## src/bus_pkg.sv

```systemverilog
// Bus interconnect definitions
// Widths, region decode bits, I/O register map and the request and
// response words shared by masters, interconnect and slaves
`default_nettype none

package bus_pkg;

	////////////////////
	// Bus widths
	////////////////////
	localparam int BUS_AW = 28;
	localparam int BUS_DW = 32;
	localparam int BUS_SW = BUS_DW / 8;

	// External RAM word offset
	localparam int RAM_AW = 26;

	////////////////////
	// Region decode
	////////////////////
	// Checked in this order, bit 27 set selects nothing
	localparam int RAM_REGION_BIT = 26;
	localparam int MEM_REGION_BIT = 15;
	localparam int IO_REGION_BIT  = 8;

	// Block RAM words, mirrored across its region
	localparam int MEM_AW = 10;

	typedef logic [BUS_AW-1:0] bus_addr_t;
	typedef logic [BUS_DW-1:0] bus_data_t;
	typedef logic [BUS_SW-1:0] bus_sel_t;

	// Fixed value read back from the ID register
	localparam bus_data_t IO_ID_VALUE = 32'h5e1f_0c11;

	// One request word, master side or slave side
	typedef struct packed {
		logic      cyc;
		logic      stb;
		logic      we;
		bus_addr_t addr;
		bus_data_t data;
		bus_sel_t  sel;
	} bus_req_t;

	// Response as a master sees it
	typedef struct packed {
		logic      ack;
		logic      stall;
		logic      err;
		bus_data_t data;
	} bus_rsp_t;

	// Response of a single slave
	typedef struct packed {
		logic      ack;
		logic      stall;
		bus_data_t data;
	} slave_rsp_t;

	typedef enum logic [1:0] {
		REGION_NONE,
		REGION_RAM,
		REGION_MEM,
		REGION_IO
	} region_e;

	// Word offsets within the I/O page
	typedef enum logic [1:0] {
		IO_LED    = 2'd0,
		IO_ID     = 2'd1,
		IO_BUSERR = 2'd2
	} io_reg_e;

	typedef enum logic {
		OWNER_CPU,
		OWNER_HOST
	} owner_e;

endpackage

`default_nettype wire

```

## src/bus_error_monitor.sv

```systemverilog
// Bus error monitor
// Flags strobes that select nothing and cycles with several acks, and
// keeps the byte address of the last faulting request
`default_nettype none

module bus_error_monitor (
	input  wire                    i_clk,
	input  wire                    i_arst_n,
	input  wire bus_pkg::bus_req_t i_req,
	input  wire bus_pkg::region_e  i_region,
	input  wire [1:0]              i_ack_count,
	input  wire                    i_ram_err,
	output logic                   o_err,
	output bus_pkg::bus_data_t     o_err_addr
);
	import bus_pkg::*;

	logic      r_nosel;
	logic      r_many;
	bus_addr_t r_addr;
	bus_data_t r_err_addr;

	always_ff @(posedge i_clk or negedge i_arst_n)
	begin
		if (!i_arst_n)
		begin
			r_nosel    <= 1'b0;
			r_many     <= 1'b0;
			r_err_addr <= '0;
		end
		else
		begin
			r_nosel <= i_req.stb && (i_region == REGION_NONE);
			r_many  <= (i_ack_count > 2'd1);
			// Word address kept as a byte address
			if (o_err)
				r_err_addr <= {{(BUS_DW-BUS_AW-2){1'b0}}, r_addr, 2'b00};
		end
	end

	// Address of the last strobe
	always_ff @(posedge i_clk)
	begin
		if (i_req.stb)
			r_addr <= i_req.addr;
	end

	// External RAM errors pass without delay
	assign o_err      = i_req.cyc && (r_nosel || r_many || i_ram_err);
	assign o_err_addr = r_err_addr;

endmodule

`default_nettype wire

```

## config.mk

```make
export PLATFORM = sky130hd
export DESIGN_NAME = bus_error_monitor
export DESIGN_NICKNAME = d
export VERILOG_FILES = /design/src/bus_pkg.sv /design/src/bus_error_monitor.sv
export SDC_FILE = /design/constraint.sdc
export NUM_CORES = 1
export LEC_CHECK = 0
export ABC_AREA = 1
export CAP_MARGIN = 10
export CORE_ASPECT_RATIO = 0.9
export CORE_MARGIN = 2
export CORE_UTILIZATION = 61
export DETAILED_ROUTE_END_ITERATION = 10
export DONT_BUFFER_PORTS = 1
export PLACE_DENSITY = 0.84
export SLEW_MARGIN = 20
export SYNTH_ARGS = -nofsm -noshare
export SYNTH_HDL_FRONTEND = slang
export SYNTH_SLANG_ARGS = --single-unit
```

## constraint.sdc

```tcl
create_clock -name i_clk -period 1.35 [get_ports i_clk]
set_input_delay 0.27 -clock i_clk [delete_from_list [all_inputs] [get_ports i_clk]]
set_output_delay 0.27 -clock i_clk [all_outputs]
set_load 0.01 [all_outputs]
```

**Yosys cells after proc, flatten, opt, wreduce, memory -nomap -nowiden**

Index checks and enable logic that the tools add are counted.

- $lt $le $gt $ge: 1
- Reductions and logical operators: 5

Operators with widths:

| kind | count |
|---|---|
| 2-bit by 1-bit > comparator with 1-bit output, second input constant | 1 |
| 1-bit logical AND | 2 |
| 2-bit zero test | 1 |
| 1-bit logical OR | 2 |

- Flip-flop bits (word level): 58
- Input bits: 74
- Word-level logic and storage cells: 10

**Depth between registers and ports, before layout**

- Word-level depth: 3
- Depth in mapped cells: 7
- Depth with buffers taken out: 5

**Worst setup path after synthesis**

OpenSTA, ideal clock, no wires.

- Kind: flip-flop to output port
- Start point: reg r_many
- End point: out o_err
- Arrival time: 0.861 ns
- Setup slack: 0.219 ns
- Cell stages (with the launch flop): 7
- Cells stage by stage: dfrtp_1 > nor2_1 > nand2_1 > nand2_2 > buf_6 > buf_6 > inv_1

- Cells in the longest elaborated chain, start to end: 3

RTL lines:

| element | line | source |
|---|---|---|
| start, declared | bus_error_monitor.sv:19 | `logic r_many;` |
| start signal, assigned | bus_error_monitor.sv:34 | `r_many <= (i_ack_count > 2'd1);` |
| 1-bit logical OR (2 in series) | bus_error_monitor.sv:49 | `assign o_err = i_req.cyc && (r_nosel \|\| r_many \|\| i_ram_err);` |
| 1-bit logical AND | bus_error_monitor.sv:49 |  |
| end, declared | bus_error_monitor.sv:13 | `output logic o_err,` |

Every way passes these cells.

**Worst setup path in the final report**

- Start point: reg r_nosel
- End point: out o_err

- Cells in the longest elaborated chain, start to end: 3

RTL lines:

| element | line | source |
|---|---|---|
| start, declared | bus_error_monitor.sv:18 | `logic r_nosel;` |
| start signal, assigned | bus_error_monitor.sv:33 | `r_nosel <= i_req.stb && (i_region == REGION_NONE);` |
| 1-bit logical OR (2 in series) | bus_error_monitor.sv:49 |  |
| 1-bit logical AND | bus_error_monitor.sv:49 |  |

Every way passes these cells.

==> flow_summary.toml <==
[layout]
final_area_um2 = 2311
area_growth_syn_to_layout_pct = 10.80
fill_cells = 239
final_nets = 244
diodes = 0
instances_no_fill = 219
drive_gt1_share_pct = 13.14

[cts]
clockBufferDepth = 2
cts_tree = "done"
root_buffer = "clkbuf_8"
cts-buffers-inserted = 9
clock-sinks = 58
htree_levels = 3
insertion_delay_ns = 0.32
clkTransAtPathRegs_ns = 0.06

[floorplanning]
initial_core_util_pct = 62.67
chipWidth_um = 65.64
die_h_um = 59.48
fp.coreArea_um2 = 3328
design.die.area_um2 = 3904
io_pins = 107
std_cell_rows = 20

[global_route]
grt_pass1_vias = 1202
grt_first_pass_wirelength_mm = 5.554
antenna_found_initial = 0
grt.total_usage_pct = 20.82
grt_max_degree = 31
grt_overflow = 0

[synth]
synth_area_leader_cell = "edfxtp_1"
ys.flop_type = "dfrtp_1"
synth_top_area_share_pct = 40.31
synth_common_cells = "57 x nand2_1, 30 x dfrtp_1, 28 x edfxtp_1, 28 x nand3_1, 7 x buf_4"
netlist_top_cells_area = "edfxtp_1 40%, dfrtp_1 36%, nand2_1 10%"
syn_area_um2 = 2086
synth_seq_cells = 58
synthCells = 163
yosysWarnings = 0
ys_seq_area_share_pct = 76.30
synth_edf_count = 28
ys_types = 13
async_flop_share_pct = 51.72
syn_area_per_cell_um2 = 12.80
synth_most_common_cell = "nand2_1"

[timing]
hold_ws_ns = 0.01527
drv_slew = 0
fin_setup_tns_ns = 0
finalHoldViolCount = 0
fmax_mhz = 776.8
setup_viol = 0
period_minus_slack_ns = 1.287
post-route-period-util_pct = 95.35
rsz0062_at_grt = "true"
skew_ns = 0.005983

[critical_path]
critical-path-slowest-cell = "dfrtp_1"
cp.required_ns = 1.08
worst_ep_arrival_time_ns = 1.02
crit_path_start_kind = "register"
slowest_delay_ns = 0.37
rr_worst_depth = 7
critical_path_class = "register to output pin"
endpoint_kind = "output pin"
critical_path.most_common_cell = "nand2_2"
path_cells = "nor2_2 > nand2_2 > nand2_2 > inv_2"
worstPathMaxFanout = 2

[power]
vdd_drop_max_v = 0.001120
p_leak_nw = 1.052
total_power_mw = 3.842
power.density_nw_per_um2 = 1662

[routing]
vias = 1213
routedWlPerCell_um = 16.60
drt-initial-drc-count = 83
vias_per_cell = 5.539
wl_mm = 3.636
ant_nets = 0
dr.pass1.iters = 4
drc = 0

[place]
placement.io_buffers = 0
routabilityCongestion = 0.7034
place_area_um2 = 2076
dpl.cell_count = 199
hpwl_mm = 2.369

[hold_path]
hold_path_class = "primary input to register"
min_path_cells = 1

[run_status]
status = "finished clean"

[run]
maxCapViolCount = 0
## worst max-delay path: cells and delay by family (launching register included)
family,cells,cell delay [ns]
flip-flops,1,0.37
buffers and inverters,1,0.05
AND/OR/NAND/NOR,3,0.27
## logic make-up after synthesis
group         after synthesis  synth area share, %
simple gates               88                17.82
flops                      58                76.30
buf+inv                    16                5.699
other cells                 1               0.1798
## metrics by stage
step                setup WS [ns]  util, %
detailed placement         0.2522    62.37
global placement           0.2948    62.37
finish                    0.06273    69.44
floorplan                  0.2192        -
global route            -0.006697    69.44
CTS                      0.008315    69.29
## placed cells by master, fill, tap and decap left out, drive strengths merged
| cell type | netlist | layout |
|---|---|---|
| nand3 | 28 | 28 |
| clkbuf | 1 | 14 |
| buf | 13 | 5 |
| conb | 1 | 4 |
| inv | 2 | 2 |
| nor2 | 1 | 1 |
| edfxtp | 28 | 28 |
| nor3b | 1 | 1 |
| clkinv | 0 | 2 |
| nand2 | 58 | 58 |
| dfrtp | 30 | 30 |
| dlygate4sd3 | 0 | 2 |
## power by group
| part | internal (mW) | switching, mW | total, mW |
|---|---|---|---|
| clock | 0.811 | 0.606 | 1.42 |
| combinational | 0.0849 | 0.132 | 0.217 |
| sequential | 2.05 | 0.157 | 2.21 |
## layout make-up
cell class / instances / area [µm²] / area share, %
Sequential cell: 58 / 1592 / 68.87
Multi-Input combinational cell: 92 / 391.6 / 16.95
Clock buffer: 14 / 172.7 / 7.472
Timing Repair Buffer: 7 / 82.58 / 3.573
Tap cell: 44 / 55.05 / 2.382
Clock inverter: 2 / 10.01 / 0.4331
Inverter: 2 / 7.507 / 0.3249
## flip-flops by register name, summed over array words and instances (netlist names)
register,flops
r_nosel,1
r_many,1
r_addr,28
o_err_addr,28
## routing by layer
layer / vias up / part of all wire (%) / wire length (µm) / track usage [%]
li1: 547 / - / - / -
met1: 595 / 39 / 1418 / 22.53
met2: 62 / 53 / 1915 / 35.79
met3: 9 / 6.5 / 235 / 7.414
met4: 0 / 1.8 / 66 / 11.61
met5: - / 0 / 0 / 0
## path summary, 6_finish.rpt
kind,startpoint,slack (ns),end
setup / recovery,r_nosel,0.06,o_err
hold / removal,i_region[1],0.02,r_nosel
max in group asynchronous,i_arst_n,0.80,o_err_addr[18]
min in group asynchronous,i_arst_n,0.38,o_err_addr[6]
hold reg to reg,r_addr[19],0.47,o_err_addr[21]
setup reg to reg,r_nosel,0.20,o_err_addr[27]
## repair_timing
action / CTS / global route
buffers inserted: 1 / 0
endpoints found under the hold margin: 31 / 0
pin swaps: 1 / 3
gates resized for setup: 0 / 3
endpoints found under the setup margin: 1 / 1
hold buffers: 3 / 0
Power figures use the tool's default switching activity.
