[src/bus_pkg.sv]
// Bus interconnect definitions
// Widths, region decode bits, I/O register map and the request and
// response words shared by masters, interconnect and slaves
`default_nettype none

package bus_pkg;

	////////////////////
	// Bus widths
	////////////////////
	localparam int BUS_AW = 28;
	localparam int BUS_DW = 32;
	localparam int BUS_SW = BUS_DW / 8;

	// External RAM word offset
	localparam int RAM_AW = 26;

	////////////////////
	// Region decode
	////////////////////
	// Checked in this order, bit 27 set selects nothing
	localparam int RAM_REGION_BIT = 26;
	localparam int MEM_REGION_BIT = 15;
	localparam int IO_REGION_BIT  = 8;

	// Block RAM words, mirrored across its region
	localparam int MEM_AW = 10;

	typedef logic [BUS_AW-1:0] bus_addr_t;
	typedef logic [BUS_DW-1:0] bus_data_t;
	typedef logic [BUS_SW-1:0] bus_sel_t;

	// Fixed value read back from the ID register
	localparam bus_data_t IO_ID_VALUE = 32'h5e1f_0c11;

	// One request word, master side or slave side
	typedef struct packed {
		logic      cyc;
		logic      stb;
		logic      we;
		bus_addr_t addr;
		bus_data_t data;
		bus_sel_t  sel;
	} bus_req_t;

	// Response as a master sees it
	typedef struct packed {
		logic      ack;
		logic      stall;
		logic      err;
		bus_data_t data;
	} bus_rsp_t;

	// Response of a single slave
	typedef struct packed {
		logic      ack;
		logic      stall;
		bus_data_t data;
	} slave_rsp_t;

	typedef enum logic [1:0] {
		REGION_NONE,
		REGION_RAM,
		REGION_MEM,
		REGION_IO
	} region_e;

	// Word offsets within the I/O page
	typedef enum logic [1:0] {
		IO_LED    = 2'd0,
		IO_ID     = 2'd1,
		IO_BUSERR = 2'd2
	} io_reg_e;

	typedef enum logic {
		OWNER_CPU,
		OWNER_HOST
	} owner_e;

endpackage

`default_nettype wire

[src/bus_priority_arbiter.sv]
// Two-master priority arbiter
// Grants the shared bus to the processor or the host port for a whole
// bus cycle, processor preferred
`default_nettype none

module bus_priority_arbiter (
	input  wire                    i_clk,
	input  wire                    i_arst_n,
	input  wire bus_pkg::bus_req_t i_cpu_req,
	output bus_pkg::bus_rsp_t      o_cpu_rsp,
	input  wire bus_pkg::bus_req_t i_host_req,
	output bus_pkg::bus_rsp_t      o_host_rsp,
	output bus_pkg::bus_req_t      o_req,
	input  wire bus_pkg::bus_rsp_t i_rsp
);
	import bus_pkg::*;

	owner_e r_owner;
	logic   owner_cyc;

	// Cycle line of whoever holds the grant
	assign owner_cyc = (r_owner == OWNER_CPU) ? i_cpu_req.cyc : i_host_req.cyc;

	// Grant only moves while the owner is idle
	// Falls back to the CPU once both are idle
	always_ff @(posedge i_clk or negedge i_arst_n)
	begin
		if (!i_arst_n)
			r_owner <= OWNER_CPU;
		else if (!owner_cyc)
			r_owner <= (!i_cpu_req.cyc && i_host_req.cyc) ? OWNER_HOST : OWNER_CPU;
	end

	assign o_req = (r_owner == OWNER_CPU) ? i_cpu_req : i_host_req;

	////////////////////
	// Response routing
	////////////////////
	always_comb
	begin
		o_cpu_rsp  = i_rsp;
		o_host_rsp = i_rsp;
		// Losing master waits, sees no ack or error
		if (r_owner == OWNER_CPU)
		begin
			o_host_rsp.ack   = 1'b0;
			o_host_rsp.err   = 1'b0;
			o_host_rsp.stall = 1'b1;
		end
		else
		begin
			o_cpu_rsp.ack   = 1'b0;
			o_cpu_rsp.err   = 1'b0;
			o_cpu_rsp.stall = 1'b1;
		end
	end

endmodule

`default_nettype wire

[config.mk]
export PLATFORM = sky130hd
export DESIGN_NAME = bus_priority_arbiter
export DESIGN_NICKNAME = d
export VERILOG_FILES = /design/src/bus_pkg.sv /design/src/bus_priority_arbiter.sv
export SDC_FILE = /design/constraint.sdc
export NUM_CORES = 1
export LEC_CHECK = 0
export BUFFER_PORTS_ARGS = -buffer_cell sky130_fd_sc_hd__buf_4
export CORE_AREA = 3 3 119 121
export CTS_BUF_LIST = sky130_fd_sc_hd__clkbuf_16
export DETAILED_ROUTE_END_ITERATION = 7
export DIE_AREA = 0 0 122 124
export RECOVER_POWER = 50
export SETUP_SLACK_MARGIN = 0.02
export SLEW_MARGIN = 20
export SYNTH_ARGS = -nofsm -noshare
export SYNTH_HDL_FRONTEND = slang
export SYNTH_SLANG_ARGS = --single-unit
[constraint.sdc]
create_clock -name i_clk -period 2.3 [get_ports i_clk]
set_input_delay 0.23 -clock i_clk [delete_from_list [all_inputs] [get_ports i_clk]]
set_output_delay 0.23 -clock i_clk [all_outputs]
set_load 0.03 [all_outputs]
## Word-level counts from Yosys, hierarchy flattened

Index checks and enable logic that the tools add are counted.

- Bitwise operators: 0
- Multiplexer cells: 5
- Magnitude comparators: 0
- Shift-type cells: 0
- Reduce and logical (&&, ||, !) cells: 2
- Div/mod/pow operators: 0
- Eq/ne operators: 0
- Add/sub/neg operators: 0
- $mul: 0

Operator list:

| cell | count |
|---|---|
| $mux 67 | 1 |
| $mux 3 | 2 |
| $mux 1 | 2 |
| $logic_and 1x1->1 | 1 |
| $logic_not 1->1 | 1 |

- Output and inout bits: 137
- Memories kept: 0
- ROM bits: 0
- Latch bits: 0
- Memory bits (writable): 0
- Bits in registers: 1

## Logic depth before layout (Yosys ltp)

- Word-level depth: 3
- Mapped depth: 5

## Worst setup path after synthesis

Ideal clock, no wire load.

- Path kind: register -> output
- Start: register r_owner
- End: output o_cpu_rsp[32] (netlist name)
- Stages on the path, launching flop included: 4
- Data arrival time: 1.081 ns
- Path slack: 0.989 ns
- Required time: 2.070 ns
- Cells stage by stage: dfrtp_1 > buf_6 > buf_6 > nor2b_1

RTL lines:

| element | line | text |
|---|---|---|
| start, declared | bus_priority_arbiter.sv:18 | `owner_e r_owner;` |
| start signal, assigned | bus_priority_arbiter.sv:31 | `r_owner <= (!i_cpu_req.cyc && i_host_req.cyc) ? OWNER_HOST : OWNER_CPU;` |
| end, declared | bus_priority_arbiter.sv:10 | `output bus_pkg::bus_rsp_t o_cpu_rsp,` |

==> out/qor.tcl <==
set qor(run_status) {finished, final reports clean}
set qor(firstDrtPassIters) 4
set qor(ys_seq_area_share_pct) 1.57
set qor(yosys_register_bits) 1
set qor(timing.max_slew.rel_slack_pct) 68.1
set qor(synth_cells) 150
set qor(count_of_cell_types_in_the_netlist) 11
set qor(clock.fmax_ghz) 0.531
set qor(number_of_input_and_output_port_buffers_inserted) 211
set qor(cts.repair_timing.setup_buffer_count) 0
set qor(finalWorstPathRequiredPeriod_ns) 1.88
set qor(detail-route-antenna-nets) 0
set qor(whs_ns) 0.0117
set qor(timing.critical_path.arrival_ns) 1.65
set qor(worstSkewPairLatency_ns) 0
set qor(post_drt_wl_per_cell_um) 14.9
set qor(netlist_top_cells_area) {mux2_4, buf_4, mux2_2}
set qor(yosysWarningCount) 0
set qor(dr_total_vias) 1553
set qor(multi_input_comb_area_um2) 996
set qor(fraction_of_final_layout_cells_sized_beyond_drive_strength_1_pct) 95.6
set qor(post_syn_nets) 321
set qor(share_of_the_clock_period_used_by_the_worst_path_pct) 81.8
set qor(powerDensity_nw_per_um2) 298
set qor(timing.setup.critical_path_class) {reg2out}
set qor(netlist_area_um2) 1600
set qor(timing.critical_path.to_type) {output pin}
set qor(worst_pin_slew_ns) 0.479
set qor(fillers) 1435
set qor(area_growth_syn_to_layout_pct) 79.6
set qor(ios) 308
set qor(number_of_global_route_vias_before_repair) 1660
set qor(finalMaxSlewViolations) 0
set qor(static-leakage-power_nw) 1.52
set qor(pre_cts_ws_ns) 0.585
set qor(finalNetCount) 466
set qor(biggestRegsByFlops) {r_owner x1}
set qor(weighted_congestion_reported_at_the_end_of_routability_driven_placement) 0.767
set qor(syn_area_per_cell_um2) 10.6
set qor(final.setup.worst_slack_ns) 0.418
set qor(grt_first_pass_wirelength_mm) 9.00
set qor(synth_top_area_cell) {mux2_4}
set qor(cts_hold_repair.buffers) 0
set qor(cts-resized-gates) 0
set qor(placeableCoreArea_um2) 13200
set qor(timing.critical_path.fanout_max) 29
set qor(critical_path_required_ns) 2.07
set qor(place.detailed.hpwl_mm) 6.18
set qor(postRouteWirelength_mm) 6.99
set qor(viasPerCell) 3.31
set qor(largest_register_ffs) 1
set qor(vdd.ir_drop.worst_v) 0.0000862
set qor(die-width_um) 122
set qor(drv.max_cap_violation_count) 0
set qor(die_boundary_height_um) 124
set qor(clk_transition_reported_paths_ns) 0
set qor(total_routing_resource_utilization_after_global_routing_pct) 7.46
set qor(grt-ovfl-total) 0
set qor(start_util_pct) 12.1
set qor(grt_setup_unrepaired) {false}
set qor(top_register) {r_owner}
set qor(grt_max_degree) 30
set qor(synth.top_cell.area_share_pct) 49.8
set qor(setup_total_negative_slack_ns) 0
set qor(worst_setup_path_start_kind) {flip-flop}
set qor(min-delay-path-class) {in2async}
set qor(hold_viol) 0
set qor(placement_rows) 42
set qor(antennaDiodeCount) 0
set qor(grt_antenna_before_repair) 0
set qor(clock_skew_ns) 0
set qor(route.detailed.drc) 0
set qor(die-area_um2) 15100
set qor(area.sequential_um2) 28.8
set qor(setup-violations-final) 0
set qor(drt-initial-drc-count) 34
==> placed cells by master, fill, tap and decap left out <==
cell / synthesis / final
mux2_1: 0 / 1
nor2b_1: 2 / 2
nand2b_1: 2 / 2
mux2_2: 13 / 13
buf_4: 65 / 212
and2_1: 3 / 3
buf_12: 0 / 1
dfrtp_4: 0 / 1
or2_2: 1 / 1
nand2_1: 2 / 2
clkbuf_1: 0 / 3
mux2_4: 53 / 52
==> final cells by class <==
type                       instances  share of cell area, %
tap                              176                   7.68
sequential                         1                   1.00
multi-input combinational         76                   34.7
timing repair buffer             216                   56.6
==> final timing paths <==
check                             to  slack (ns)  depth (start not counted)      startpoint
setup reg to reg             r_owner        0.80                          3         r_owner
max in group asynchronous    r_owner        2.15                          1        i_arst_n
hold reg to reg              r_owner        1.38                          3         r_owner
setup / recovery           o_req[62]        0.42                          3         r_owner
min in group i_clk           r_owner        0.45                          2  i_host_req[66]
hold / removal               r_owner        0.01                          1        i_arst_n
==> layer usage <==
metal	global-route usage, %	wire [um]	vias to the layer above
li1	-	-	730
met1	8.36	2350	719
met2	13.6	3630	98
met3	2.86	935	6
met4	1.19	74	0
met5	0	0	-
==> report_power, final <==
group | switching [mW] | leakage [nW] | internal [mW] | total, mW
Clock | 0 | 0 | 0 | 0
Combinational | 0.387 | 1.51 | 0.432 | 0.819
Sequential | 0.0148 | 0.0112 | 0.0198 | 0.0346
Total | 0.401 | 1.52 | 0.452 | 0.853
==> synth_stat cells (all sizes together) <==
cell    instances
and2            3
buf            73
dfrtp           1
mux2           66
nand2           2
nand2b          2
nor2b           2
or2             1
==> stage by stage <==
stage	instance area, um^2	total power, mW	utilization (%)	std cells
final	2870	0.853	21.7	469
after global routing	2870	0.893	21.7	469
after CTS	2880	0.865	21.9	469
after detailed placement	2880	0.860	21.9	469
after global placement	2880	0.856	21.9	469
after floorplan	1600	0.692	-	150
==> cells by family (layout without fill, tap and decap cells) <==
group / after synthesis / count (layout) / synth area share, %
flops: 1 / 1 / 1.57
simple gates: 10 / 10 / 3.61
buf+inv: 73 / 216 / 35.8
mux: 66 / 66 / 59.0
==> worst max-delay path, stage by stage (launching register included) <==
cell	delay [ns]
dfrtp_4	0.69
clkbuf_1	0.44
mux2_4	0.35
buf_4	0.17
No activity file was read; power rests on OpenSTA's default activity.
