File: config.mk
export PLATFORM = sky130hd
export DESIGN_NAME = bus_response_mux
export DESIGN_NICKNAME = d
export VERILOG_FILES = /design/src/bus_pkg.sv /design/src/bus_response_mux.sv
export SDC_FILE = /design/constraint.sdc
export NUM_CORES = 1
export LEC_CHECK = 0
export BUFFER_PORTS_ARGS = -buffer_cell sky130_fd_sc_hd__buf_2
export CAP_MARGIN = 25
export CELL_PAD_IN_SITES_DETAIL_PLACEMENT = 0
export CELL_PAD_IN_SITES_GLOBAL_PLACEMENT = 1
export CORE_ASPECT_RATIO = 1.4
export CORE_MARGIN = 2
export CORE_UTILIZATION = 23
export DETAILED_ROUTE_END_ITERATION = 8
export PLACE_DENSITY_LB_ADDON = 0.1
export SLEW_MARGIN = 20
export SYNTH_ARGS = -nofsm -noshare
export SYNTH_HDL_FRONTEND = slang
export SYNTH_SLANG_ARGS = --single-unit
export TNS_END_PERCENT = 5
File: constraint.sdc
create_clock -name i_clk -period 0.8 [get_ports i_clk]
set_input_delay 0.04 -clock i_clk [delete_from_list [all_inputs] [get_ports i_clk]]
set_output_delay 0.04 -clock i_clk [all_outputs]
set_load 0.005 [all_outputs]
File: src/bus_pkg.sv
// Bus interconnect definitions
// Widths, region decode bits, I/O register map and the request and
// response words shared by masters, interconnect and slaves
`default_nettype none

package bus_pkg;

	////////////////////
	// Bus widths
	////////////////////
	localparam int BUS_AW = 28;
	localparam int BUS_DW = 32;
	localparam int BUS_SW = BUS_DW / 8;

	// External RAM word offset
	localparam int RAM_AW = 26;

	////////////////////
	// Region decode
	////////////////////
	// Checked in this order, bit 27 set selects nothing
	localparam int RAM_REGION_BIT = 26;
	localparam int MEM_REGION_BIT = 15;
	localparam int IO_REGION_BIT  = 8;

	// Block RAM words, mirrored across its region
	localparam int MEM_AW = 10;

	typedef logic [BUS_AW-1:0] bus_addr_t;
	typedef logic [BUS_DW-1:0] bus_data_t;
	typedef logic [BUS_SW-1:0] bus_sel_t;

	// Fixed value read back from the ID register
	localparam bus_data_t IO_ID_VALUE = 32'h5e1f_0c11;

	// One request word, master side or slave side
	typedef struct packed {
		logic      cyc;
		logic      stb;
		logic      we;
		bus_addr_t addr;
		bus_data_t data;
		bus_sel_t  sel;
	} bus_req_t;

	// Response as a master sees it
	typedef struct packed {
		logic      ack;
		logic      stall;
		logic      err;
		bus_data_t data;
	} bus_rsp_t;

	// Response of a single slave
	typedef struct packed {
		logic      ack;
		logic      stall;
		bus_data_t data;
	} slave_rsp_t;

	typedef enum logic [1:0] {
		REGION_NONE,
		REGION_RAM,
		REGION_MEM,
		REGION_IO
	} region_e;

	// Word offsets within the I/O page
	typedef enum logic [1:0] {
		IO_LED    = 2'd0,
		IO_ID     = 2'd1,
		IO_BUSERR = 2'd2
	} io_reg_e;

	typedef enum logic {
		OWNER_CPU,
		OWNER_HOST
	} owner_e;

endpackage

`default_nettype wire

File: src/bus_response_mux.sv
// Response collector
// Registers the merged acknowledge and read data of the three slaves and
// passes the selected slave's stall straight through
`default_nettype none

module bus_response_mux (
	input  wire                      i_clk,
	input  wire                      i_arst_n,
	input  wire                      i_cyc,
	input  wire bus_pkg::region_e    i_region,
	input  wire bus_pkg::slave_rsp_t i_ram_rsp,
	input  wire bus_pkg::slave_rsp_t i_mem_rsp,
	input  wire bus_pkg::slave_rsp_t i_io_rsp,
	output bus_pkg::bus_rsp_t        o_rsp,
	output logic [1:0]               o_ack_count
);
	import bus_pkg::*;

	logic      r_ack;
	bus_data_t r_data;
	logic      stall;

	always_ff @(posedge i_clk or negedge i_arst_n)
	begin
		if (!i_arst_n)
			r_ack <= 1'b0;
		else
			r_ack <= i_cyc && (i_ram_rsp.ack || i_mem_rsp.ack || i_io_rsp.ack);
	end

	// Fixed priority, RAM first
	always_ff @(posedge i_clk)
	begin
		if (i_ram_rsp.ack)
			r_data <= i_ram_rsp.data;
		else if (i_mem_rsp.ack)
			r_data <= i_mem_rsp.data;
		else
			r_data <= i_io_rsp.data;
	end

	// Stall stays combinational
	always_comb
	begin
		case (i_region)
			REGION_RAM: stall = i_ram_rsp.stall;
			REGION_MEM: stall = i_mem_rsp.stall;
			REGION_IO:  stall = i_io_rsp.stall;
			default:    stall = 1'b0;
		endcase
	end

	// Error bit filled in by the error monitor
	assign o_rsp = '{ack: r_ack, stall: i_cyc && stall, err: 1'b0, data: r_data};

	// Acks this cycle, more than one is a bus fault
	assign o_ack_count = 2'(i_ram_rsp.ack) + 2'(i_mem_rsp.ack) + 2'(i_io_rsp.ack);

endmodule

`default_nettype wire

Yosys cells after proc, flatten, opt, wreduce, memory -nomap -nowiden
Cells that the tools add are included.

storage, ports and cells
  word-level logic and storage cells = 14
  register bits = 33
  input bits = 107
  output and inout port bits = 37

cells by class
  muxes and demuxes = 3
  add/subtract/negate cells = 2
  eq/ne operators = 3
  reduce and logical (&&, ||, !) cells = 4

operators with widths
  operator                                                         count
  32-bit 2-to-1 mux                                                2
  2-bit == test, second input constant                             2
  1-bit one-hot mux with 3 select lines                            1
  1-bit by 1-bit adder with 2-bit output                           1
  2-bit by 1-bit adder with 2-bit output                           1
  2-bit by 1-bit == test with 1-bit output, second input constant  1
  1-bit logical AND                                                2
  1-bit logical OR                                                 2

Depth between registers and ports, before layout
  depth in word-level cells = 3
  mapped depth = 4
  gate-level depth less buffers = 2

Worst setup path before layout
Ideal clock, no wire load.

  path type = input to register
  start point = input i_mem_rsp[33] (netlist bit)
  end point = register r_data[20]
  path buffers = 2
  setup slack = 0.142 ns
  required time = 0.672 ns
  stages on the path = 4
  data arrival time = 0.530 ns
  cell sequence = buf_6 > buf_12 > mux2i_1 > o21ai_1

between the ends
  cells in the longest elaborated chain, start to end = 2

RTL lines
  item                  line                    text
  start, declared       bus_response_mux.sv:12  input wire bus_pkg::slave_rsp_t i_mem_rsp,
  32-bit 2-to-1 mux     bus_response_mux.sv:36  else if (i_mem_rsp.ack)
  32-bit 2-to-1 mux     bus_response_mux.sv:34  if (i_ram_rsp.ack)
  end signal, assigned  bus_response_mux.sv:35  r_data <= i_ram_rsp.data;
  end signal, assigned  bus_response_mux.sv:37  r_data <= i_mem_rsp.data;
  end signal, assigned  bus_response_mux.sv:39  r_data <= i_io_rsp.data;
  end, declared         bus_response_mux.sv:20  bus_data_t r_data;

Every way passes these cells.

Worst setup path in the final report
  start point = input i_ram_rsp[33] (netlist bit)
  end point = output o_ack_count[0]

between the ends
  cells in the longest elaborated chain, start to end = 2

RTL lines
  item                                    line                    text
  start, declared                         bus_response_mux.sv:11  input wire bus_pkg::slave_rsp_t i_ram_rsp,
  1-bit by 1-bit adder with 2-bit output  bus_response_mux.sv:57  assign o_ack_count = 2'(i_ram_rsp.ack) + 2'(i_mem_rsp.ack) + 2'(i_io_rsp.ack);
  2-bit by 1-bit adder with 2-bit output  bus_response_mux.sv:57
  end, declared                           bus_response_mux.sv:15  output logic [1:0] o_ack_count

Every way passes these cells.

==> results.md <==
| Parameter | This run |
|---|---|
| Result of the run | complete, no violations |
| Number of cell rows | 34 |
| Maximum buffer depth of the clock tree | 2 |
| Grt total ovfl | 0 |
| Maximum achievable frequency | 1260 MHz |
| Post-Place Cells | 358 |
| Relative contribution of sequential cells to total power | 43.9% |
| Master cell of the clock root buffer | clkbuf_8 |
| Power spent charging and discharging nets | 0.990 mW |
| Type of origin of the critical path | input port |
| Vias after detailed routing | 1638 |
| DRC violations left | 0 |
| End-of-flow core utilization | 43.8% |
| Detail Route Antenna Nets | 0 |
| Top-Level Pins | 144 |
| Cell Int Power | 3.15 mW |
| RSZ-0062 raised after global routing | true |
| Worst slack after detailed placement | -0.0320 ns |
| Hpwl dp | 3360 um |
| Global-route wire length before repair | 7040 um |
| Worst EP required | 0.76 ns |
| Post-DP Area | 2230 um2 |
| Xor and xnor area share after synthesis | 0% |
| Gate Count Post-Synth | 150 |
| Sequential area share after synthesis | 46.1% |
| Die outline area | 6940 um2 |
| Leak | 1.43 nW |
| Number of buffers inserted to repair setup after CTS | 0 |
| Weighted congestion reported at the end of routability-driven placement | 0.746 |
| Final Critical Period | 0.794 ns |
| Post-route insts no fill | 400 |
| Synth warn | 0 |
| Combined flip-flop and latch cell area | 666 um2 |
| Hold WC Path Type | input port to flop |
| Crit Path Class | input port to primary output |
| Crit path cell chain | buf_6 -> fa_1 -> buf_2 |
| Number of input and output port buffers inserted | 142 |
| Pwr Density | 1540 nW/um2 |
| Depth of the CTS H-tree | 2 |
| Mux cell area share after synthesis | 22.9% |
| Overall die width | 71.0 um |
| First-pass DRT Iterations | 4 |
| Clock-pin slew of the registers on the worst-case setup and hold paths | 0.07 ns |
| Pin count of the biggest net entering global routing | 24 |
| Signal arrival time at the worst endpoint | 0.75 ns |
| Cell at the slowest stage of the critical path | fa_1 |
| Peak supply drop | 0.603 mV |
| Count of fill cells added during filler insertion | 622 |
| Fraction of final layout cells with drive strength greater than 1 | 47.9% |
| Global-route total usage across every layer | 12.9% |
| Average cell area after synthesis | 9.63 um2 |
| Post-synthesis to final-layout area growth | 85.6% |
| Average wire per cell in the routed design | 11.1 um |
| Number of antenna violations at the first check in global routing | 0 |
| Number of nets at the end of the flow | 435 |
| TritonCTS buffer count | 5 |
| Clock tree from TritonCTS | built |
| Simple logic cell fraction of the synthesized area | 8.92% |
| Fin worst setup slack | 0.00631 ns |
| Complex-gate fraction of the synthesized area | 11.9% |
| Max cap viols | 0 |
| Final routed wirelength across all metal layers | 4430 um |
| Starting utilization of the core area | 23.6% |
| Hold violation total from the final report | 0 |
| Area of the multi-input gates | 656 um2 |
| Die extent in y | 97.8 um |
| Syn Nets | 258 |
| Number of setup violations in the final report | 0 |
| Post-synthesis adder-cell area fraction | 1.39% |
| Clk network pwr share | 33.3% |
| Share of total power consumed by net switching | 23.9% |
| Distinct cell type count after synthesis | 18 |
| Logic gate share of total power | 22.8% |
| Biggest fanout along the worst timing path | 2 |
| Part of the cycle the worst path needs | 99.2% |
| Sink Count | 33 |
| Via count of the first global-routing pass | 1614 |
| Core area | 6130 um2 |
| Delay of the slowest cell on the worst path | 0.51 ns |
| Antenna fix cells | 0 |
| Dominant combinational cell family by area after synthesis | multiplexers |
| Max-slew violation count | 0 |
| Netlist area before placement | 1450 um2 |
| Detailed router's first-iteration violation count | 25 |
| Design Area, Final | 2680 um2 |
| Via/cell ratio | 4.10 |
| Power consumption | 4.14 mW |
| Flip-flop and latch count after synthesis | 33 |
| Worst setup EP type | primary output |
==> registers in the layout, indices dropped and copies added (netlist names) <==
name,count
r_data,32
r_ack,1
==> worst max-delay path: cells and delay by family <==
family                   cells  cell delay [ns]
adder cells (fa/ha/maj)      1             0.51
buffers and inverters        2             0.20
==> layer usage <==
layer,global-route usage (%),vias up,share of wire [%]
li1,-,858,-
met5,0,-,0
met2,24.7,86,53
met3,3.82,2,8.8
met4,4.79,0,0.79
met1,12.7,692,37
==> cells in the final DEF (no fill, tap or decap), types with 2 or more instances in the layout <==
master and instances:
buf_2 140, dlygate4sd3_1 34, mux2i_1 33, nand2_1 32, dfxtp_1 32, o21ai_1 29
clkbuf_8 7, buf_12 4, o21ai_0 3, buf_4 3, buf_6 2
==> cell families after synthesis <==
group / after synthesis
fa+ha+maj: 1
mux: 33
flops: 33
compound gates: 34
buf+inv: 14
other cells: 1
simple gates: 34
==> synthesized netlist by cell type <==
library cell	instances	area share, %
clkbuf_1	1	0.26
inv_1	1	0.26
mux2i_1	33	23
buf_2	6	2.1
buf_6	1	0.78
fa_1	1	1.4
buf_4	2	1.0
nor3_1	1	0.35
a21oi_1	1	0.35
nor2_1	1	0.26
buf_12	3	4.2
o21ai_1	29	10
a211oi_1	1	0.52
conb_1	1	0.26
dfxtp_1	32	44
o21ai_0	3	1.0
nand2_1	32	8.3
dfrtp_1	1	1.7
==> through the flow <==
stage                     hold slack [ns]  setup TNS [ns]
after global routing               0.0216         -0.0258
after global placement             -0.186         -0.0383
after detailed placement           -0.183          -0.207
after floorplan                    -0.256               0
after CTS                         0.00515         -0.0150
final                              0.0189               0
==> cell type report <==
type	count	area share [%]
clock inverter	1	0.187
multi-input combinational	103	24.4
clock buffer	7	3.59
tap	72	3.36
inverter	1	0.140
timing repair buffer	183	43.5
sequential	33	24.8
==> worst paths after layout <==
| kind | from | to | slack (ns) | depth (start not counted) |
|---|---|---|---|---|
| max | i_ram_rsp[33] | o_ack_count[0] | 0.006 | 3 |
| min | i_io_rsp[10] | r_data[10] | 0.02 | 3 |
| max in group asynchronous | i_arst_n | r_ack | 0.64 | 2 |
| min in group asynchronous | i_arst_n | r_ack | 0.08 | 2 |
==> power groups by stage <==
stage | sequential, mW | clock, mW | combinational, mW
after global routing | 1.84 | 1.53 | 1.05
after floorplan | 1.89 | 0 | 0.333
after global placement | 1.86 | 0 | 0.821
after CTS | 1.82 | 1.47 | 0.960
after detailed placement | 1.86 | 0 | 0.821
final | 1.82 | 1.38 | 0.944
==> timing repair <==
action / in CTS / in global routing
resized for setup: 3 / 0
setup endpoints to repair: 2 / 2
hold endpoints to repair: 34 / 0
hold buffers: 34 / 0
Note: power is estimated with default switching activity, not from simulation.
