File: src/bus_pkg.sv
// Bus interconnect definitions
// Widths, region decode bits, I/O register map and the request and
// response words shared by masters, interconnect and slaves
`default_nettype none

package bus_pkg;

	////////////////////
	// Bus widths
	////////////////////
	localparam int BUS_AW = 28;
	localparam int BUS_DW = 32;
	localparam int BUS_SW = BUS_DW / 8;

	// External RAM word offset
	localparam int RAM_AW = 26;

	////////////////////
	// Region decode
	////////////////////
	// Checked in this order, bit 27 set selects nothing
	localparam int RAM_REGION_BIT = 26;
	localparam int MEM_REGION_BIT = 15;
	localparam int IO_REGION_BIT  = 8;

	// Block RAM words, mirrored across its region
	localparam int MEM_AW = 10;

	typedef logic [BUS_AW-1:0] bus_addr_t;
	typedef logic [BUS_DW-1:0] bus_data_t;
	typedef logic [BUS_SW-1:0] bus_sel_t;

	// Fixed value read back from the ID register
	localparam bus_data_t IO_ID_VALUE = 32'h5e1f_0c11;

	// One request word, master side or slave side
	typedef struct packed {
		logic      cyc;
		logic      stb;
		logic      we;
		bus_addr_t addr;
		bus_data_t data;
		bus_sel_t  sel;
	} bus_req_t;

	// Response as a master sees it
	typedef struct packed {
		logic      ack;
		logic      stall;
		logic      err;
		bus_data_t data;
	} bus_rsp_t;

	// Response of a single slave
	typedef struct packed {
		logic      ack;
		logic      stall;
		bus_data_t data;
	} slave_rsp_t;

	typedef enum logic [1:0] {
		REGION_NONE,
		REGION_RAM,
		REGION_MEM,
		REGION_IO
	} region_e;

	// Word offsets within the I/O page
	typedef enum logic [1:0] {
		IO_LED    = 2'd0,
		IO_ID     = 2'd1,
		IO_BUSERR = 2'd2
	} io_reg_e;

	typedef enum logic {
		OWNER_CPU,
		OWNER_HOST
	} owner_e;

endpackage

`default_nettype wire

File: src/bus_addr_decoder.sv
// Address decoder
// Splits the word address into the RAM, block RAM and I/O regions and
// qualifies one strobe per slave
`default_nettype none

module bus_addr_decoder (
	input  wire bus_pkg::bus_req_t i_req,
	output bus_pkg::region_e       o_region,
	output logic                   o_ram_stb,
	output logic                   o_mem_stb,
	output logic                   o_io_stb
);
	import bus_pkg::*;

	logic io_hit;

	// Only LED, ID and BUSERR exist in the page
	assign io_hit = (i_req.addr[IO_REGION_BIT-1:0] <= IO_REGION_BIT'(IO_BUSERR));

	always_comb
	begin
		o_region = REGION_NONE;
		// Top address bit is an unmapped hole
		if (!i_req.addr[BUS_AW-1])
		begin
			if (i_req.addr[RAM_REGION_BIT])
				o_region = REGION_RAM;
			else if (i_req.addr[MEM_REGION_BIT])
				o_region = REGION_MEM;
			else if (i_req.addr[IO_REGION_BIT] && io_hit)
				o_region = REGION_IO;
		end
	end

	// Per slave strobes
	assign o_ram_stb = i_req.stb && (o_region == REGION_RAM);
	assign o_mem_stb = i_req.stb && (o_region == REGION_MEM);
	assign o_io_stb  = i_req.stb && (o_region == REGION_IO);

endmodule

`default_nettype wire

File: config.mk
export PLATFORM = sky130hd
export DESIGN_NAME = bus_addr_decoder
export DESIGN_NICKNAME = d
export VERILOG_FILES = /design/src/bus_pkg.sv /design/src/bus_addr_decoder.sv
export SDC_FILE = /design/constraint.sdc
export NUM_CORES = 1
export LEC_CHECK = 0
export BUFFER_PORTS_ARGS = -buffer_cell sky130_fd_sc_hd__buf_4
export CORE_AREA = 2 2 39 41
export DETAILED_ROUTE_END_ITERATION = 6
export DIE_AREA = 0 0 41 43
export PLACE_DENSITY_LB_ADDON = 0.08
export SLEW_MARGIN = 0
export SYNTH_ARGS = -nofsm -noshare
export SYNTH_HDL_FRONTEND = slang
export SYNTH_SLANG_ARGS = --single-unit
File: constraint.sdc
create_clock -name vclk -period 1.2
set_clock_uncertainty 0.2 [all_clocks]
set_input_delay 0.18 -clock vclk [all_inputs]
set_output_delay 0.18 -clock vclk [all_outputs]
set_load 0.02 [all_outputs]
# After elaboration in Yosys (flattened, before gate mapping)
# Cells that the tools add are included.
totals:
  in_bits: 67
  elab_cells: 12
  register_bits: 0
  output_inout_bits: 5
op_classes:
  muxes: 4
  n_reduce_logical: 4
  eq_ne: 3
  magnitude_cmp: 1
ops:
  columns: ["op", "count"]
  rows:
  - ["$le 8x2->1 const B", 1]
  - ["$mux 2", 4]
  - ["$eq 2x2->1 const B", 2]
  - ["$logic_and 1x1->1", 4]
  - ["$eq 2x1->1 const B", 1]

# Depth between registers and ports, before layout
# Gate-level depths: netlist (run 1).
logic_depth:
  word_depth: 8
  depth_mapped: 3
  ltp_nobuf: 3

# Least setup slack after synthesis (run 1)
# Ideal clock, no wire load.
synth_timing:
  kind: "input -> output"
  startpoint: "input i_req[42] (netlist name)"
  endpoint: "output o_region[1]"
  setup_slack_ns: -0.123
  stages: 3
  t_arrival_ns: 0.943
  cell_sequence: "nor4b_4 > nand3_2 > a21boi_1"
synth_between:
  elab_chain_len: 6
synth_lines:
  columns: ["element", "line_no", "rtl"]
  rows:
  - ["start, declared", "bus_addr_decoder.sv:7", "input wire bus_pkg::bus_req_t i_req,"]
  - ["$le 8x2->1", "bus_addr_decoder.sv:18", "assign io_hit = (i_req.addr[IO_REGION_BIT-1:0] <= IO_REGION_BIT'(IO_BUSERR));"]
  - ["$logic_and 1x1->1", "bus_addr_decoder.sv:30", "else if (i_req.addr[IO_REGION_BIT] && io_hit)"]
  - ["$mux 2", "bus_addr_decoder.sv:30", null]
  - ["$mux 2", "bus_addr_decoder.sv:28", "else if (i_req.addr[MEM_REGION_BIT])"]
  - ["$mux 2", "bus_addr_decoder.sv:26", "if (i_req.addr[RAM_REGION_BIT])"]
  - ["$mux 2", "bus_addr_decoder.sv:24", "if (!i_req.addr[BUS_AW-1])"]
  - ["end, declared", "bus_addr_decoder.sv:8", "output bus_pkg::region_e o_region,"]
# No other way between the ends.

# Worst setup path after layout (run 1)
layout_timing:
  startpoint: "input i_req[38] (netlist name)"
  endpoint: "output o_region[0]"
# The elaborated chain is that of the path after synthesis.

==> out/qor.txt, run 1 <==
Critical-path top delay cell = nor4b_4
width of the die = 41 um
Crit Path Class = in2out
num ports = 72
actual slew at the worst max-slew pin = 0.2314 ns
Post-DP Area = 270.3 um^2
most frequent cells after synthesis = nor2_1, nand2_1
share of cells above drive strength 1 = 82.35%
worst slack, placed = -0.2776 ns
Final Setup Violations = 3
mapped cell area = 95.09 um^2
Req. time, crit path = 0.82 ns
placed cells = 49
startpoint type of the worst setup path = primary input
cells after synthesis = 14
hold bufs inserted after CTS = 0
most frequent cell after synthesis = nor2_1
Worst slew margin = 84.49%
simple-gate share of the synthesized area = 78.95%
crit path DAT = 1.06 ns
PD cells = 267.9 mW/mm^2
Iteration-0 DRC Markers = 0
initial antenna violation count = 0
vias in the first global route = 179
routed wire length = 396 um
CP Depth = 6
XOR/XNOR share of the synthesized area = 0%
Core ar. = 0.001384 mm^2
worst-path cell chain = buf_6 -> nor4b_4 -> buf_4 -> a41oi_2 -> nor2_2 -> buf_6
GRT Resource Usage Total = 4.900%
Yosys cell types = 9
# diodes = 0
failing checks = negative setup slack
die height = 43 um
row count = 14
Die Area = 0.001763 mm^2
Reg area = 0 um^2
Seq/Total Area, Yosys = 0%
hold-critical path depth = 3
Detailed Routing Iterations Pass 1 = 1
largest net degree at the start of global routing = 4
Hold Path Origin = i_req[51]
Seq cells = 0
status = complete, but fails checks
post-synth top area share = 25.00%
RSZ-0062 raised after global routing = yes
Avg Vias per Cell = 3.600
Synth Area in Compound Gates = 17.11%
max capacitance violation total = 0
Crit path buffers/inverters = 3
post-route insts no fill = 50
multiplexer share of the synthesized area = 0%
crit end category = output pin
post-layout util = 22.24%
IO Port Bufs = 18
Design Area, Final = 307.8 um^2
RD Place Congestion = 0.6399
grt ovf = 0
largest vdd supply drop = 67.61 uV
Most Frequent Cell on Critical Path = buf_6
Achievable Freq = 695.0 MHz
Initial Utilization = 6.872%
post-DP HPWL = 362.2 um
DRC = 0
Synth area leaders = nor4b_4, nor2_1, nand2_1
first-pass GRT wire length = 662 um
# nets final = 103
Worst Hold Class = in2out
Routed WL per cell = 7.920 um
final worst path period share = 119.9%
largest family of logic cells by synthesized area = simple AND/OR/NAND/NOR gates
Fillers = 162
setup ws final = -0.2388 ns
Worst Hold Path EP = o_io_stb
Mean Syn Cell Area = 6.792 um^2
fin. max-slew vios = 0
endpoints failing hold = 0
area of the multi-input gates = 118.9 um^2
Yosys Warn Count = 0
Synth Area in Adders = 0%
DRT antenna net count = 0
CP max stage delay = 0.29 ns
Post-Syn Nets = 81
largest area contributor in the netlist = nor4b_4
Vias = 180
clock buffers = 0
crit-path leading delay family = simple AND/OR/NAND/NOR gates
minimum clock period = 1.439 ns
Critical Path Fanout Max = 2
Pwr Total = 0.08246 mW
Leak = 0.1442 nW
P&R area growth vs syn = 223.7%
## through the flow
stage | TNS (ns) | hold slack (ns)
floorplan | -0.1264 | 0.1949
global placement | -0.7200 | 0.4372
detailed placement | -0.7301 | 0.4422
CTS | -0.7326 | 0.4207
global route | -0.7967 | 0.4244
finish | -0.6448 | 0.4160
## final cells by class
type / instances / area share (%)
Inverter: 1 / 1.220
Tap cell: 16 / 6.504
Multi-Input combinational cell: 13 / 38.62
Timing Repair Buffer: 20 / 53.66
## kinds of logic after synthesis
logic type | count (synthesis)
AND/OR/NAND/NOR | 11
buffers and inverters | 1
AO/OA/AOI/OAI | 2
## how the worst max path moves through the flow
stage	from	to	slack, ns
final	i_req[38]	o_region[0]	-0.24
after global routing	i_req[38]	o_region[0]	-0.28
after CTS	i_req[39]	o_io_stb	-0.27
after detailed placement	i_req[43]	o_io_stb	-0.28
after global placement	i_req[43]	o_io_stb	-0.26
after floorplan	i_req[42]	o_region[1]	-0.06
## repair_timing
item | 4_1_cts | 5_1_grt
setup buffers | 1 | 0
setup endpoints to repair | 3 | 4
resized for setup | 5 | 2
pin swaps | 4 | 3
## layout by cell type (no fill, tap or decap), drive strengths merged
cell type,n
nor4b,1
nand2,3
inv,1
a41oi,1
nor3,2
nand3,1
nor2,4
buf,20
a21boi,1
## layer usage
layer	vias up	part of all wire [%]	global-route usage [%]
met5	-	0	0
met4	0	0	0
met3	0	13	0.5236
met2	10	51	8.750
met1	78	35	6.349
li1	92	-	-
## power by group
part / switching, mW / internal, mW / total, mW / leakage, nW
sequential: 0 / 0 / 0 / 0
combinational: 0.0332 / 0.0492 / 0.0825 / 0.144
clock: 0 / 0 / 0 / 0
total: 0.0332 / 0.0492 / 0.0825 / 0.144
No activity file was read; power rests on OpenSTA's default activity.
==> inputs of run 2 (changes only) <==
--- a/config.mk
+++ b/config.mk
@@ -9,6 +9,7 @@
 export CORE_AREA = 2 2 39 41
 export DETAILED_ROUTE_END_ITERATION = 6
 export DIE_AREA = 0 0 41 43
+export GPL_TIMING_DRIVEN = 0
 export PLACE_DENSITY_LB_ADDON = 0.08
 export SLEW_MARGIN = 0
 export SYNTH_ARGS = -nofsm -noshare
==> run 2 against run 1 <==
The flow still finishes with violations (negative setup slack). Sequential share of layout area unchanged. Non-clock buffer count decreased by 1. Critical path depth unchanged. Cell count decreased by 2.0%. Power increased by 1.7%. Routed wire length increased by 2.0%. Sequential cell count unchanged. Utilization increased by 0.18 points. Die area unchanged.
==> out/qor.txt, run 2 (synthesis gave the netlist of run 1 again) <==
status = complete, but fails checks
failing checks = negative setup slack
# nets final = 102
Leak = 0.1400 nW
RD Place Congestion = 0.6521
startpoint type of the worst setup path = primary input
Routed WL per cell = 8.245 um
vias in the first global route = 156
Critical Path Fanout Max = 2
endpoints failing hold = 0
crit end category = output pin
most frequent cells in the layout = buf_4, buf_6, nand2_1, nor2_2
first-pass GRT wire length = 607 um
Die Area = 0.001763 mm^2
num ports = 72
minimum clock period = 1.447 ns
actual slew at the worst max-slew pin = 0.2474 ns
CP max stage delay = 0.30 ns
PD cells = 270.3 mW/mm^2
Core ar. = 0.001384 mm^2
Detailed Routing Iterations Pass 1 = 1
share of cells above drive strength 1 = 87.88%
Seq cells = 0
GRT Resource Usage Total = 4.500%
largest vdd supply drop = 64.39 uV
Reg area = 0 um^2
initial antenna violation count = 0
RSZ-0062 raised after global routing = yes
width of the die = 41 um
crit path DAT = 1.07 ns
placed cells = 48
Avg Vias per Cell = 3.510
Crit Path Class = in2out
max capacitance violation total = 0
Most Frequent Cell on Critical Path = buf_6
Design Area, Final = 310.3 um^2
fin. max-slew vios = 0
worst-path cell chain = buf_6 -> nor4b_4 -> buf_4 -> a41oi_2 -> nor2_2 -> buf_6
Pwr Total = 0.08389 mW
P&R area growth vs syn = 226.3%
largest net degree at the start of global routing = 4
Worst Hold Class = in2out
DRC = 0
IO Port Bufs = 18
Final Setup Violations = 3
die height = 43 um
# diodes = 0
final worst path period share = 120.6%
area of the multi-input gates = 128.9 um^2
DRT antenna net count = 0
clock buffers = 0
post-DP HPWL = 360.4 um
Vias = 172
Achievable Freq = 691.3 MHz
routed wire length = 404 um
Iteration-0 DRC Markers = 0
post-route insts no fill = 49
commonest non-fill, non-tap cell in the layout = buf_4
Req. time, crit path = 0.82 ns
Initial Utilization = 6.872%
Critical-path top delay cell = nor4b_4
grt ovf = 0
row count = 14
Worst slew margin = 83.42%
Post-DP Area = 262.8 um^2
setup ws final = -0.2466 ns
Fillers = 157
run 2: cell count changes in the layout (fill, tap and decap cells not counted):
| cell | previous run | this run |
|---|---|---|
| buf_4 | 16 | 15 |
| nor2_1 | 2 | 1 |
| nor2_4 | 0 | 1 |
| nand2_2 | 0 | 1 |
| nand2_1 | 3 | 2 |
run 2: power by group:
part	switching (mW)	leakage (nW)	total (mW)	internal (mW)
Sequential	0	0	0	0
Combinational	0.0355	0.140	0.0839	0.0484
Clock	0	0	0	0
Total	0.0355	0.140	0.0839	0.0484
run 2: layout make-up:
| class | instances | area share, % |
|---|---|---|
| multi-input cells | 13 | 41.53 |
| inverters | 1 | 1.210 |
| well taps | 16 | 6.452 |
| repair buffers | 19 | 50.81 |
run 2: final timing paths:
check,slack [ns],start,cells after the start,endpoint
hold / removal,0.42,i_req[51],3,o_io_stb
setup / recovery,-0.25,i_req[38],6,o_region[0]
run 2: layer usage:
layer  wire length [um]  up-vias  global-route usage, %  part of all wire (%)
li1                   -       88                      -                     -
met1                152       74                  6.032                    38
met2                204       10                  8.125                    50
met3                 47        0                      0                    12
met4                  0        0                      0                     0
met5                  0        -                      0                     0
run 2: what timing repair did:
action | in CTS | in global routing
hold buffers | 0 | 0
pin swaps | 4 | 7
setup endpoints to repair | 3 | 4
resized for setup | 5 | 5
endpoints found under the hold margin | 0 | 0
buffers inserted | 1 | 0
run 2: worst max-delay path, delay by kind of cell:
family | cells | cell delay, ns
AND/OR/NAND/NOR | 2 | 0.43
buffers and inverters | 3 | 0.38
AO/OA/AOI/OAI | 1 | 0.08
run 2: metrics by stage:
stage | hold slack [ns] | util, % | worst slack [ns] | TNS (ns)
after floorplan | 0.1949 | - | -0.05596 | -0.1264
after global placement | 0.4343 | 18.99 | -0.2764 | -0.7370
after detailed placement | 0.4347 | 18.99 | -0.3043 | -0.8039
after CTS | 0.4194 | 21.25 | -0.2832 | -0.7650
after global routing | 0.4234 | 22.42 | -0.3151 | -0.8965
final | 0.4160 | 22.42 | -0.2466 | -0.7028
==> inputs of run 3 (changes only) <==
--- a/config.mk
+++ b/config.mk
@@ -5,7 +5,7 @@
 export SDC_FILE = /design/constraint.sdc
 export NUM_CORES = 1
 export LEC_CHECK = 0
-export BUFFER_PORTS_ARGS = -buffer_cell sky130_fd_sc_hd__buf_4
+export BUFFER_PORTS_ARGS = -buffer_cell sky130_fd_sc_hd__buf_2
 export CORE_AREA = 2 2 39 41
 export DETAILED_ROUTE_END_ITERATION = 6
 export DIE_AREA = 0 0 41 43
==> run 3 against run 2 <==
The flow still finishes with violations (negative setup slack). Via count decreased by 2.9%. First-iteration DRC count did not move. Critical path depth decreased by 1. Non-clock buffer count stayed put. Cell count is the same. Die area unchanged. Sequential share of layout area did not move. Routed wire length down 3.0%. Combinational power fell by 16%.
==> out/qor.txt, run 3 (synthesis gave the netlist of run 1 again) <==
status = complete, but fails checks
failing checks = negative setup slack
clock buffers = 0
Crit Path Class = in2out
minimum clock period = 1.429 ns
placed cells = 48
actual slew at the worst max-slew pin = 0.2428 ns
width of the die = 41 um
Detailed Routing Iterations Pass 1 = 1
Most Frequent Cell on Critical Path = buf_6
Req. time, crit path = 0.82 ns
DRT antenna net count = 0
# diodes = 0
RD Place Congestion = 0.6660
startpoint type of the worst setup path = primary input
Reg area = 0 um^2
Worst Hold Path EP = o_io_stb
Critical-path top delay cell = nor4b_4
crit end category = output pin
routed wire length = 392 um
share of cells above drive strength 1 = 84.85%
P&R area growth vs syn = 186.8%
post-DP HPWL = 338.6 um
most frequent cells in the layout = buf_2, buf_6, buf_4
crit-path leading delay family = simple AND/OR/NAND/NOR gates
fin. max-slew vios = 0
commonest non-fill, non-tap cell in the layout = buf_2
Leak = 0.1303 nW
Critical Path Fanout Max = 2
final worst path period share = 119.1%
Hold Path Origin = i_req[51]
Total Neg Setup Slack = -0.6700 ns
Routed WL per cell = 8.000 um
Initial Utilization = 6.872%
Design Area, Final = 272.8 um^2
post-route insts no fill = 49
die height = 43 um
largest net degree at the start of global routing = 4
Iteration-0 DRC Markers = 0
hold-critical path depth = 3
Post-DP Area = 217.7 um^2
Fillers = 167
Worst Hold Class = in2out
Achievable Freq = 699.8 MHz
Worst slew margin = 83.74%
CP max stage delay = 0.30 ns
Die Area = 0.001763 mm^2
Avg Vias per Cell = 3.408
largest vdd supply drop = 58.00 uV
Final Setup Violations = 3
setup ws final = -0.2289 ns
initial antenna violation count = 0
endpoints failing hold = 0
# nets final = 102
Vias = 167
worst-path cell chain = buf_6 -> nor4b_4 -> nand3_2 -> nor3_4 -> buf_6
vias in the first global route = 156
Crit path buffers/inverters = 2
Core ar. = 0.001384 mm^2
row count = 14
GRT Resource Usage Total = 4.400%
RSZ-0062 raised after global routing = yes
area of the multi-input gates = 121.4 um^2
Seq cells = 0
PD cells = 258.0 mW/mm^2
max capacitance violation total = 0
DRC = 0
IO Port Bufs = 18
num ports = 72
grt ovf = 0
crit path DAT = 1.05 ns
first-pass GRT wire length = 593 um
run 3: cell counts in the layout (fill, tap and decap cells not counted):
No cell type changed its count.
run 3: worst max-delay path by stage:
stage | start | end | slack, ns | depth (start not counted)
detailed placement | i_req[43] | o_io_stb | -0.29 | 5
finish | i_req[38] | o_io_stb | -0.23 | 5
CTS | i_req[39] | o_io_stb | -0.27 | 5
global placement | i_req[42] | o_io_stb | -0.29 | 5
floorplan | i_req[42] | o_region[1] | -0.06 | 3
global route | i_req[38] | o_io_stb | -0.31 | 5
run 3: per-stage QoR:
stage	total power, mW	worst slack, ns	hold WS (ns)	util (%)
final	0.07038	-0.2289	0.4348	19.71
after global routing	0.07552	-0.3136	0.4482	19.71
after CTS	0.06731	-0.2742	0.4390	18.90
after detailed placement	0.05639	-0.2883	0.4485	15.73
after global placement	0.05606	-0.2894	0.4521	15.73
after floorplan	0.02334	-0.05596	0.1949	-
run 3: cell type report:
class | instances | share of cell area, %
tap | 16 | 7.339
multi-input combinational | 13 | 44.50
timing repair buffer | 19 | 46.79
inverter | 1 | 1.376
run 3: power breakdown:
group          internal (mW)  switching, mW
sequential                 0              0
clock                      0              0
combinational         0.0367         0.0337
run 3: layer usage:
layer / vias to the layer above / share of wire (%) / track usage, %
met5: - / 0 / 0
met4: 0 / 0 / 0
met3: 0 / 14 / 0
met2: 10 / 47 / 7.187
met1: 69 / 40 / 6.667
li1: 88 / - / -
run 3: what timing repair did:
item | 4_1_cts | 5_1_grt
pin swaps | 5 | 3
setup buffers | 1 | 0
endpoints found under the setup margin | 3 | 4
hold buffers | 0 | 0
endpoints found under the hold margin | 0 | 0
resized for setup | 8 | 4
